<file path="src/perint_pkg.sv">
// widths, op encoding and the fixed map of one device table plus three memory slots
// each slave owns a map_words window; word addresses from map_end up reach the default slave
package perint_pkg;

	// data path
	localparam int arch_bits = 32;
	localparam int addr_bits = 30;
	localparam int sel_bits = arch_bits / 8;

	// bus ops, same two-bit encoding as the PerInt op lines
	typedef enum logic [1:0] {
		OP_NOP   = 2'd0,
		OP_WRITE = 2'd1,
		OP_READ  = 2'd2,
		OP_SWAP  = 2'd3
	} op_t;

	// slave numbering
	localparam int slot_count = 3;
	localparam int slave_count = slot_count + 1;
	localparam int slave_idx_bits = 3;
	localparam int slave_devtbl = 0;
	localparam int slave_slot_base = 1;
	// one past the real slaves, still fits in slave_idx_bits
	localparam logic [slave_idx_bits-1:0] slave_default = 3'd4;

	// address map
	localparam int map_words = 16;
	localparam int map_base_bits = 4;
	localparam int map_end = slave_count * map_words;

	// device ids, entry 0 is the device table itself and 1..3 are the memory slots
	localparam logic [slave_count-1:0][arch_bits-1:0] dev_id_table = {
		32'd1,
		32'd1,
		32'd1,
		32'd7
	};

endpackage
</file>
<file path="src/perint_top.sv">
`timescale 1ns/1ps
// single-master PerInt interconnect, fixed three-cycle latency from request to rdy
// one outstanding request; the master holds op and fields until rdy
module perint_top (
	input  logic                             clk100mhz,
	input  logic                             rst_p,
	input  perint_pkg::op_t                  op_i,
	input  logic [perint_pkg::addr_bits-1:0] addr_i,
	input  logic [perint_pkg::arch_bits-1:0] wdata_i,
	input  logic [perint_pkg::sel_bits-1:0]  sel_i,
	output logic [perint_pkg::arch_bits-1:0] rdata_o,
	output logic                             rdy_o
);

	perint_pkg::op_t                       slv_op [perint_pkg::slave_count];
	logic [perint_pkg::map_base_bits-1:0]  slv_offset;
	logic [perint_pkg::arch_bits-1:0]      slv_wdata;
	logic [perint_pkg::sel_bits-1:0]       slv_sel;
	logic [perint_pkg::slave_idx_bits-1:0] sel_idx;
	logic                                  def_stb;
	wire  [perint_pkg::arch_bits-1:0]      slv_rdata [perint_pkg::slave_count];
	wire  [perint_pkg::slave_count-1:0]    slv_rdy;

	perint_decoder perint_decoder_i (
		.clk100mhz    (clk100mhz),
		.rst_p        (rst_p),
		.op_i         (op_i),
		.addr_i       (addr_i),
		.wdata_i      (wdata_i),
		.sel_i        (sel_i),
		.done_i       (rdy_o),
		.slv_op_o     (slv_op),
		.slv_offset_o (slv_offset),
		.slv_wdata_o  (slv_wdata),
		.slv_sel_o    (slv_sel),
		.sel_idx_o    (sel_idx),
		.def_stb_o    (def_stb)
	);

	dev_table dev_table_i (
		.clk100mhz    (clk100mhz),
		.rst_p        (rst_p),
		.slv_op_i     (slv_op[perint_pkg::slave_devtbl]),
		.slv_offset_i (slv_offset),
		.slv_rdata_o  (slv_rdata[perint_pkg::slave_devtbl]),
		.slv_rdy_o    (slv_rdy[perint_pkg::slave_devtbl])
	);

	// slots follow the device table in the slave numbering
	for (genvar i = 0; i < perint_pkg::slot_count; i++) begin : gen_slot
		mem_slot mem_slot_i (
			.clk100mhz    (clk100mhz),
			.rst_p        (rst_p),
			.slv_op_i     (slv_op[perint_pkg::slave_slot_base + i]),
			.slv_offset_i (slv_offset),
			.slv_wdata_i  (slv_wdata),
			.slv_sel_i    (slv_sel),
			.slv_rdata_o  (slv_rdata[perint_pkg::slave_slot_base + i]),
			.slv_rdy_o    (slv_rdy[perint_pkg::slave_slot_base + i])
		);
	end

	perint_response_mux perint_response_mux_i (
		.clk100mhz   (clk100mhz),
		.rst_p       (rst_p),
		.slv_rdata_i (slv_rdata),
		.slv_rdy_i   (slv_rdy),
		.sel_idx_i   (sel_idx),
		.def_stb_i   (def_stb),
		.rdata_o     (rdata_o),
		.rdy_o       (rdy_o)
	);

endmodule

</file>
<file path="src/perint_response_mux.sv">
`timescale 1ns/1ps
// one register stage between the slave answers and the master
// the default slave has no logic of its own, it is a delayed strobe with zero data
module perint_response_mux (
	input  logic                                  clk100mhz,
	input  logic                                  rst_p,
	input  logic [perint_pkg::arch_bits-1:0]      slv_rdata_i [perint_pkg::slave_count],
	input  logic [perint_pkg::slave_count-1:0]    slv_rdy_i,
	input  logic [perint_pkg::slave_idx_bits-1:0] sel_idx_i,
	input  logic                                  def_stb_i,
	output logic [perint_pkg::arch_bits-1:0]      rdata_o,
	output logic                                  rdy_o
);

	logic                             def_stb_q;
	logic [perint_pkg::arch_bits-1:0] pick_data;
	logic                             pick_rdy;

	// matches the one-cycle answer of the real slaves
	always_ff @(posedge clk100mhz) begin
		if (rst_p) begin
			def_stb_q <= 1'b0;
		end else begin
			def_stb_q <= def_stb_i;
		end
	end

	always_comb begin
		pick_data = '0;
		pick_rdy = (sel_idx_i == perint_pkg::slave_default) ? def_stb_q : 1'b0;
		for (int i = 0; i < perint_pkg::slave_count; i++) begin
			if (sel_idx_i == perint_pkg::slave_idx_bits'(i)) begin
				pick_data = slv_rdata_i[i];
				pick_rdy = slv_rdy_i[i];
			end
		end
	end

	always_ff @(posedge clk100mhz) begin
		if (rst_p) begin
			rdy_o <= 1'b0;
		end else begin
			rdy_o <= pick_rdy;
		end
	end

	always_ff @(posedge clk100mhz) begin
		if (pick_rdy) begin
			rdata_o <= pick_data;
		end
	end

	// only one transfer in flight, so at most one answer per cycle
	one_answer_a: assert property (@(posedge clk100mhz) disable iff (rst_p)
		$onehot0({def_stb_q, slv_rdy_i}));

endmodule

</file>
<file path="src/dev_table.sv">
`timescale 1ns/1ps
// read-only table: ids at offsets 0..3, window size at 8..11, zero elsewhere
// writes are dropped but still answered, with zero data
module dev_table (
	input  logic                                 clk100mhz,
	input  logic                                 rst_p,
	input  perint_pkg::op_t                      slv_op_i,
	input  logic [perint_pkg::map_base_bits-1:0] slv_offset_i,
	output logic [perint_pkg::arch_bits-1:0]     slv_rdata_o,
	output logic                                 slv_rdy_o
);

	logic [perint_pkg::arch_bits-1:0] lookup;
	logic                             rd_en;

	assign rd_en = (slv_op_i == perint_pkg::OP_READ) || (slv_op_i == perint_pkg::OP_SWAP);

	// upper two offset bits pick the field, lower two the slave
	always_comb begin
		case (slv_offset_i[perint_pkg::map_base_bits-1 -: 2])
			2'b00: lookup = perint_pkg::dev_id_table[slv_offset_i[1:0]];
			2'b10: lookup = perint_pkg::arch_bits'(perint_pkg::map_words);
			default: lookup = '0;
		endcase
	end

	always_ff @(posedge clk100mhz) begin
		if (rst_p) begin
			slv_rdy_o <= 1'b0;
		end else begin
			slv_rdy_o <= (slv_op_i != perint_pkg::OP_NOP);
		end
	end

	always_ff @(posedge clk100mhz) begin
		if (slv_op_i != perint_pkg::OP_NOP) begin
			slv_rdata_o <= rd_en ? lookup : '0;
		end
	end

endmodule

</file>
<file path="src/mem_slot.sv">
`timescale 1ns/1ps
// sixteen-word memory slave, cleared by reset; writes are byte-qualified
// WRITE answers with zero data, READ and SWAP with the word held before the edge
module mem_slot (
	input  logic                                 clk100mhz,
	input  logic                                 rst_p,
	input  perint_pkg::op_t                      slv_op_i,
	input  logic [perint_pkg::map_base_bits-1:0] slv_offset_i,
	input  logic [perint_pkg::arch_bits-1:0]     slv_wdata_i,
	input  logic [perint_pkg::sel_bits-1:0]      slv_sel_i,
	output logic [perint_pkg::arch_bits-1:0]     slv_rdata_o,
	output logic                                 slv_rdy_o
);

	logic [perint_pkg::arch_bits-1:0] mem_q [perint_pkg::map_words];
	logic                             wr_en;
	logic                             rd_en;

	assign wr_en = (slv_op_i == perint_pkg::OP_WRITE) || (slv_op_i == perint_pkg::OP_SWAP);
	assign rd_en = (slv_op_i == perint_pkg::OP_READ) || (slv_op_i == perint_pkg::OP_SWAP);

	always_ff @(posedge clk100mhz) begin
		if (rst_p) begin
			for (int i = 0; i < perint_pkg::map_words; i++) begin
				mem_q[i] <= '0;
			end
			slv_rdy_o <= 1'b0;
		end else begin
			slv_rdy_o <= (slv_op_i != perint_pkg::OP_NOP);
			if (wr_en) begin
				// untouched bytes keep their old value
				for (int b = 0; b < perint_pkg::sel_bits; b++) begin
					if (slv_sel_i[b]) begin
						mem_q[slv_offset_i][8*b +: 8] <= slv_wdata_i[8*b +: 8];
					end
				end
			end
		end
	end

	// swap returns the old word since the write lands on the same edge
	always_ff @(posedge clk100mhz) begin
		if (slv_op_i != perint_pkg::OP_NOP) begin
			slv_rdata_o <= rd_en ? mem_q[slv_offset_i] : '0;
		end
	end

	// the decoder never strobes a slave on back-to-back cycles
	rdy_single_a: assert property (@(posedge clk100mhz) disable iff (rst_p)
		slv_rdy_o |=> !slv_rdy_o);

endmodule

</file>
<file path="src/perint_decoder.sv">
`timescale 1ns/1ps
// accepts one request at a time; the master waits until rdy comes back
// the slave strobe is issued one cycle after the request is sampled
module perint_decoder (
	input  logic                                  clk100mhz,
	input  logic                                  rst_p,
	input  perint_pkg::op_t                       op_i,
	input  logic [perint_pkg::addr_bits-1:0]      addr_i,
	input  logic [perint_pkg::arch_bits-1:0]      wdata_i,
	input  logic [perint_pkg::sel_bits-1:0]       sel_i,
	input  logic                                  done_i,
	output perint_pkg::op_t                       slv_op_o [perint_pkg::slave_count],
	output logic [perint_pkg::map_base_bits-1:0]  slv_offset_o,
	output logic [perint_pkg::arch_bits-1:0]      slv_wdata_o,
	output logic [perint_pkg::sel_bits-1:0]       slv_sel_o,
	output logic [perint_pkg::slave_idx_bits-1:0] sel_idx_o,
	output logic                                  def_stb_o
);

	typedef enum logic [1:0] {
		ST_IDLE,
		ST_STROBE,
		ST_WAIT
	} state_t;

	state_t                                state_q;
	perint_pkg::op_t                       req_op_q;
	logic [perint_pkg::slave_idx_bits-1:0] req_idx_q;
	logic [perint_pkg::slave_idx_bits-1:0] dec_idx;
	logic                                  accept;

	assign accept = (state_q == ST_IDLE) && (op_i != perint_pkg::OP_NOP);

	// window number is the address divided by map_words
	always_comb begin
		if (addr_i >= perint_pkg::addr_bits'(perint_pkg::map_end)) begin
			dec_idx = perint_pkg::slave_default;
		end else begin
			dec_idx = perint_pkg::slave_idx_bits'(addr_i >> perint_pkg::map_base_bits);
		end
	end

	always_ff @(posedge clk100mhz) begin
		if (rst_p) begin
			state_q <= ST_IDLE;
			req_op_q <= perint_pkg::OP_NOP;
			req_idx_q <= '0;
		end else begin
			case (state_q)
				ST_IDLE: begin
					if (accept) begin
						state_q <= ST_STROBE;
						req_op_q <= op_i;
						req_idx_q <= dec_idx;
					end
				end
				ST_STROBE: state_q <= ST_WAIT;
				// rdy back at the master closes the transfer
				ST_WAIT: begin
					if (done_i) begin
						state_q <= ST_IDLE;
					end
				end
				default: state_q <= ST_IDLE;
			endcase
		end
	end

	always_ff @(posedge clk100mhz) begin
		if (accept) begin
			slv_offset_o <= addr_i[perint_pkg::map_base_bits-1:0];
			slv_wdata_o <= wdata_i;
			slv_sel_o <= sel_i;
		end
	end

	// only the selected slave sees the op, and only for one cycle
	always_comb begin
		for (int i = 0; i < perint_pkg::slave_count; i++) begin
			if ((state_q == ST_STROBE) && (req_idx_q == perint_pkg::slave_idx_bits'(i))) begin
				slv_op_o[i] = req_op_q;
			end else begin
				slv_op_o[i] = perint_pkg::OP_NOP;
			end
		end
	end

	assign def_stb_o = (state_q == ST_STROBE) && (req_idx_q == perint_pkg::slave_default);
	assign sel_idx_o = req_idx_q;

	// the master keeps its op until it sees rdy
	op_held_a: assert property (@(posedge clk100mhz) disable iff (rst_p)
		((state_q != ST_IDLE) && !done_i) |-> (op_i == req_op_q));

endmodule

</file>
<file path="config.mk">
export PLATFORM = sky130hd
export DESIGN_NAME = perint_top
export DESIGN_NICKNAME = d
export VERILOG_FILES = /design/src/perint_pkg.sv /design/src/perint_top.sv /design/src/perint_response_mux.sv /design/src/dev_table.sv /design/src/mem_slot.sv /design/src/perint_decoder.sv
export SDC_FILE = /design/constraint.sdc
export NUM_CORES = 2
export LEC_CHECK = 0
export ABC_AREA = 1
export CAP_MARGIN = 25
export CORE_ASPECT_RATIO = 1.4
export CORE_MARGIN = 3
export CORE_UTILIZATION = 68
export CTS_CLUSTER_DIAMETER = 50
export DETAILED_ROUTE_END_ITERATION = 7
export DONT_BUFFER_PORTS = 1
export HOLD_SLACK_MARGIN = 0.1
export PLACE_DENSITY = 0.87
export SLEW_MARGIN = 10
export SYNTH_ARGS = -nofsm -noshare
export SYNTH_HDL_FRONTEND = slang
export SYNTH_SLANG_ARGS = --single-unit
export TNS_END_PERCENT = 100
</file>
<file path="constraint.sdc">
create_clock -name clk100mhz -period 3.7 [get_ports clk100mhz]
set_input_delay 0.555 -clock clk100mhz [delete_from_list [all_inputs] [get_ports clk100mhz]]
set_output_delay 0.555 -clock clk100mhz [all_outputs]
set_load 0.005 [all_outputs]
</file>
==> impl_metrics.tcl <==
set metrics [dict create \
    core_sq_mm 0.115 \
    wl_um 221000 \
    critPathLaunchType "flop" \
    rsz0062_at_grt "no" \
    dr_total_vias 61400 \
    finalSetupViolCount 0 \
    fin_crit_ns 3.26 \
    max_slew.worst_pin.slew_ns 1.16 \
    finalHoldViolCount 0 \
    seq_area_sq_mm 0.0515 \
    ys_ff_latch 1720 \
    hold_buffers 45 \
    r2r_end "gen_slot[1].mem_slot_i.mem_q[11][1]" \
    critPathMaxStageDelay_ns 0.91 \
    dpl_worst_slack_ns 0.580 \
    dp_hpwl_um 132000 \
    crit_start "perint_decoder_i.slv_offset_o[0]" \
    root_buffer "clkbuf_16" \
    first_pass_iters 7 \
    path_max_fanout 10 \
    ys_warn_count 0 \
    rows 147 \
    htree_levels 4 \
    fin_setup_tns_ns 0 \
    mostFrequentLayoutCells "nand2_1, nor2_1, edfxtp_1" \
    grt_start_max_net_pins 244 \
    slowest_stage "nor2_4" \
    gp_congestion 0.910 \
    ir_drop_v 0.000655 \
    path_clk_slew_ns 0.06 \
    max_cap_violations 0 \
    die_w_um 295 \
    dp.cells 9770 \
    start_util 0.688 \
    final.setup.worst_slack_ns 0.440 \
    worstHoldPathType "in -> reg" \
    path_buf_inv 1 \
    path_class "reg -> reg" \
    status "finished clean" \
    drtIter0Drc 8148 \
    routedWlPerCell_um 21.9 \
    track_usage 0.365 \
    nets 8557 \
    cpMostUsedCell "nand2_1" \
    cts_setup_buffers 0 \
    grt_pass1_vias 59600 \
    endpoint_kind "flop" \
    crit_path_cell_trace "nand2_1 > nor2_4 > buf_4 > nand3_2 > nand2_1" \
    syn_nets 8789 \
    endpoint "gen_slot[1].mem_slot_i.mem_q[11][1]" \
    cts_tree "done" \
    syn_area_per_cell_sq_um 9.09 \
    grt_pass1_wl_um 331000 \
    path_depth 5 \
    stdcell_count 10100 \
    numCtsBuffers 158 \
    syn_area_sq_mm 0.0792 \
    fin_crit_sh 0.881 \
    fillerInstances 7205 \
    crit_arrival_ns 3.71 \
    reg2reg_depth 5 \
    power_density_mw_per_mm2 506 \
    cts_sinks 1720 \
    synth.distinct_cells 25 \
    cp_top_family "simple AND/OR/NAND/NOR gates" \
    globalRouteOverflowTotal 0 \
    worstSkewPairLatency_ns 0.80 \
    clockBufferDepth 3 \
    relSlewSlack 0.226 \
    top_level_ports 103 \
    timing.rr.start "perint_decoder_i.slv_offset_o[0]" \
    netlist_instances 8719 \
    rrSetupSlack_ns 0.44 \
    antenna_found_initial 10 \
    drc_errors 0 \
    final_common_cell "nand2_1" \
    worstPathRequired_ns 4.15 \
    ant_nets 0 \
    syn_to_final_growth_pct 8.31 \
    max_freq_ghz 0.307 \
    fin_worst_skew_ns 0.0346 \
    via_per_inst 6.07 \
    drive_gt1_frac 0.0674 \
    yosysSeqAreaShare 0.650 \
    die_y_um 410 \
    dieArea_sq_mm 0.121 \
    cts_resized 0 \
    multi_input_area_sq_mm 0.0254 \
    numPortBuffers 0 \
    p_leak_uw 0.0377 \
    final_max_slew_viol_count 0 \
]
## how the worst min path moves through the flow
stage / startpoint / to / slack, ns / depth (start not counted)
floorplan: gen_slot[2].mem_slot_i.slv_rdy_o / perint_response_mux_i.rdy_o / 0.47 / 2
global placement: perint_decoder_i.req_op_q[0] / perint_decoder_i.req_op_q[0] / 0.51 / 2
detailed placement: gen_slot[2].mem_slot_i.slv_rdy_o / perint_response_mux_i.rdy_o / 0.51 / 2
CTS: addr_i[23] / perint_decoder_i.sel_idx_o[0] / 0.17 / 5
global route: addr_i[23] / perint_decoder_i.sel_idx_o[0] / 0.20 / 5
finish: addr_i[23] / perint_decoder_i.sel_idx_o[0] / 0.21 / 5
## state kept, by name (all words and copies together), names as in the netlist
signal / cells
dev_table_i.slv_rdata_o: 3
dev_table_i.slv_rdy_o: 1
gen_slot.mem_slot_i.mem_q: 1536
gen_slot.mem_slot_i.slv_rdata_o: 96
gen_slot.mem_slot_i.slv_rdy_o: 3
perint_decoder_i.req_op_q: 2
perint_decoder_i.sel_idx_o: 3
perint_decoder_i.slv_offset_o: 4
perint_decoder_i.slv_sel_o: 4
perint_decoder_i.slv_wdata_o: 32
perint_decoder_i.state_q: 2
perint_response_mux_i.def_stb_q: 1
perint_response_mux_i.rdata_o: 32
perint_response_mux_i.rdy_o: 1
## per-stage QoR
stage	power (uW)	utilization	area (sq um)	hold slack, ns
floorplan	25600	-	79200	0.470
finish	43500	0.745	85800	0.209
global placement	27000	0.696	80200	0.511
global route	44500	0.745	85800	0.197
CTS	43200	0.745	85800	0.168
detailed placement	27200	0.697	80200	0.512
## layout make-up
cell class / instances / area share
Timing Repair Buffer: 162 / 0.0194
Clock buffer: 189 / 0.0484
Inverter: 59 / 0.00289
Tap cell: 1490 / 0.0217
Clock inverter: 101 / 0.0113
Multi-Input combinational cell: 6386 / 0.296
Sequential cell: 1720 / 0.600
Antenna cell: 7 / 0.000204
## metal layers
layer | track usage | vias up | wire length, um
li1 | - | 27300 | -
met5 | 0 | - | 11
met4 | 0.264 | 2 | 18100
met2 | 0.605 | 4768 | 106000
met1 | 0.413 | 28200 | 67200
met3 | 0.0881 | 1120 | 29200
## Yosys cell counts
master / number / area [sq um]
inv_1: 49 / 184
nand3_1: 54 / 270
a21oi_1: 9 / 45.0
inv_2: 8 / 30.0
nor2_2: 5 / 31.3
buf_6: 1 / 11.3
edfxtp_1: 1707 / 51300
o21ai_0: 3 / 15.0
clkbuf_1: 438 / 1640
or2_2: 1 / 6.26
clkinv_1: 2 / 7.51
dfxtp_1: 13 / 260
nor3_1: 3 / 15.0
buf_1: 39 / 146
a31oi_1: 1 / 6.26
nand3_2: 160 / 1600
nand4_1: 7 / 43.8
nor3_2: 1 / 10.0
nor3_4: 1 / 16.3
nand2_1: 4359 / 16400
nor4_1: 1 / 6.26
nor2_1: 1771 / 6650
nand3_4: 10 / 175
buf_2: 49 / 245
buf_4: 27 / 203
## cell families (layout without fill, tap and decap cells)
family                 after synthesis  after routing  synth area share
AND/OR/NAND/NOR                   6373           6373             0.318
flip-flops                        1720           1720             0.650
buffers and inverters              613            511            0.0312
AO/OA/AOI/OAI                       13             13          0.000837
other                                0              7                 0
## worst min-delay path, stage by stage
cell     delay (ns)
nor2_1         0.02
nand2_1        0.04
nor2_1         0.10
nand4_1        0.15
a21oi_1        0.08
## power by group
group | internal [uW] | switching (uW)
Sequential | 22000 | 229
Combinational | 956 | 3870
Clock | 9110 | 7300
Total | 32100 | 11400
Note: power is estimated with default switching activity, not from simulation.
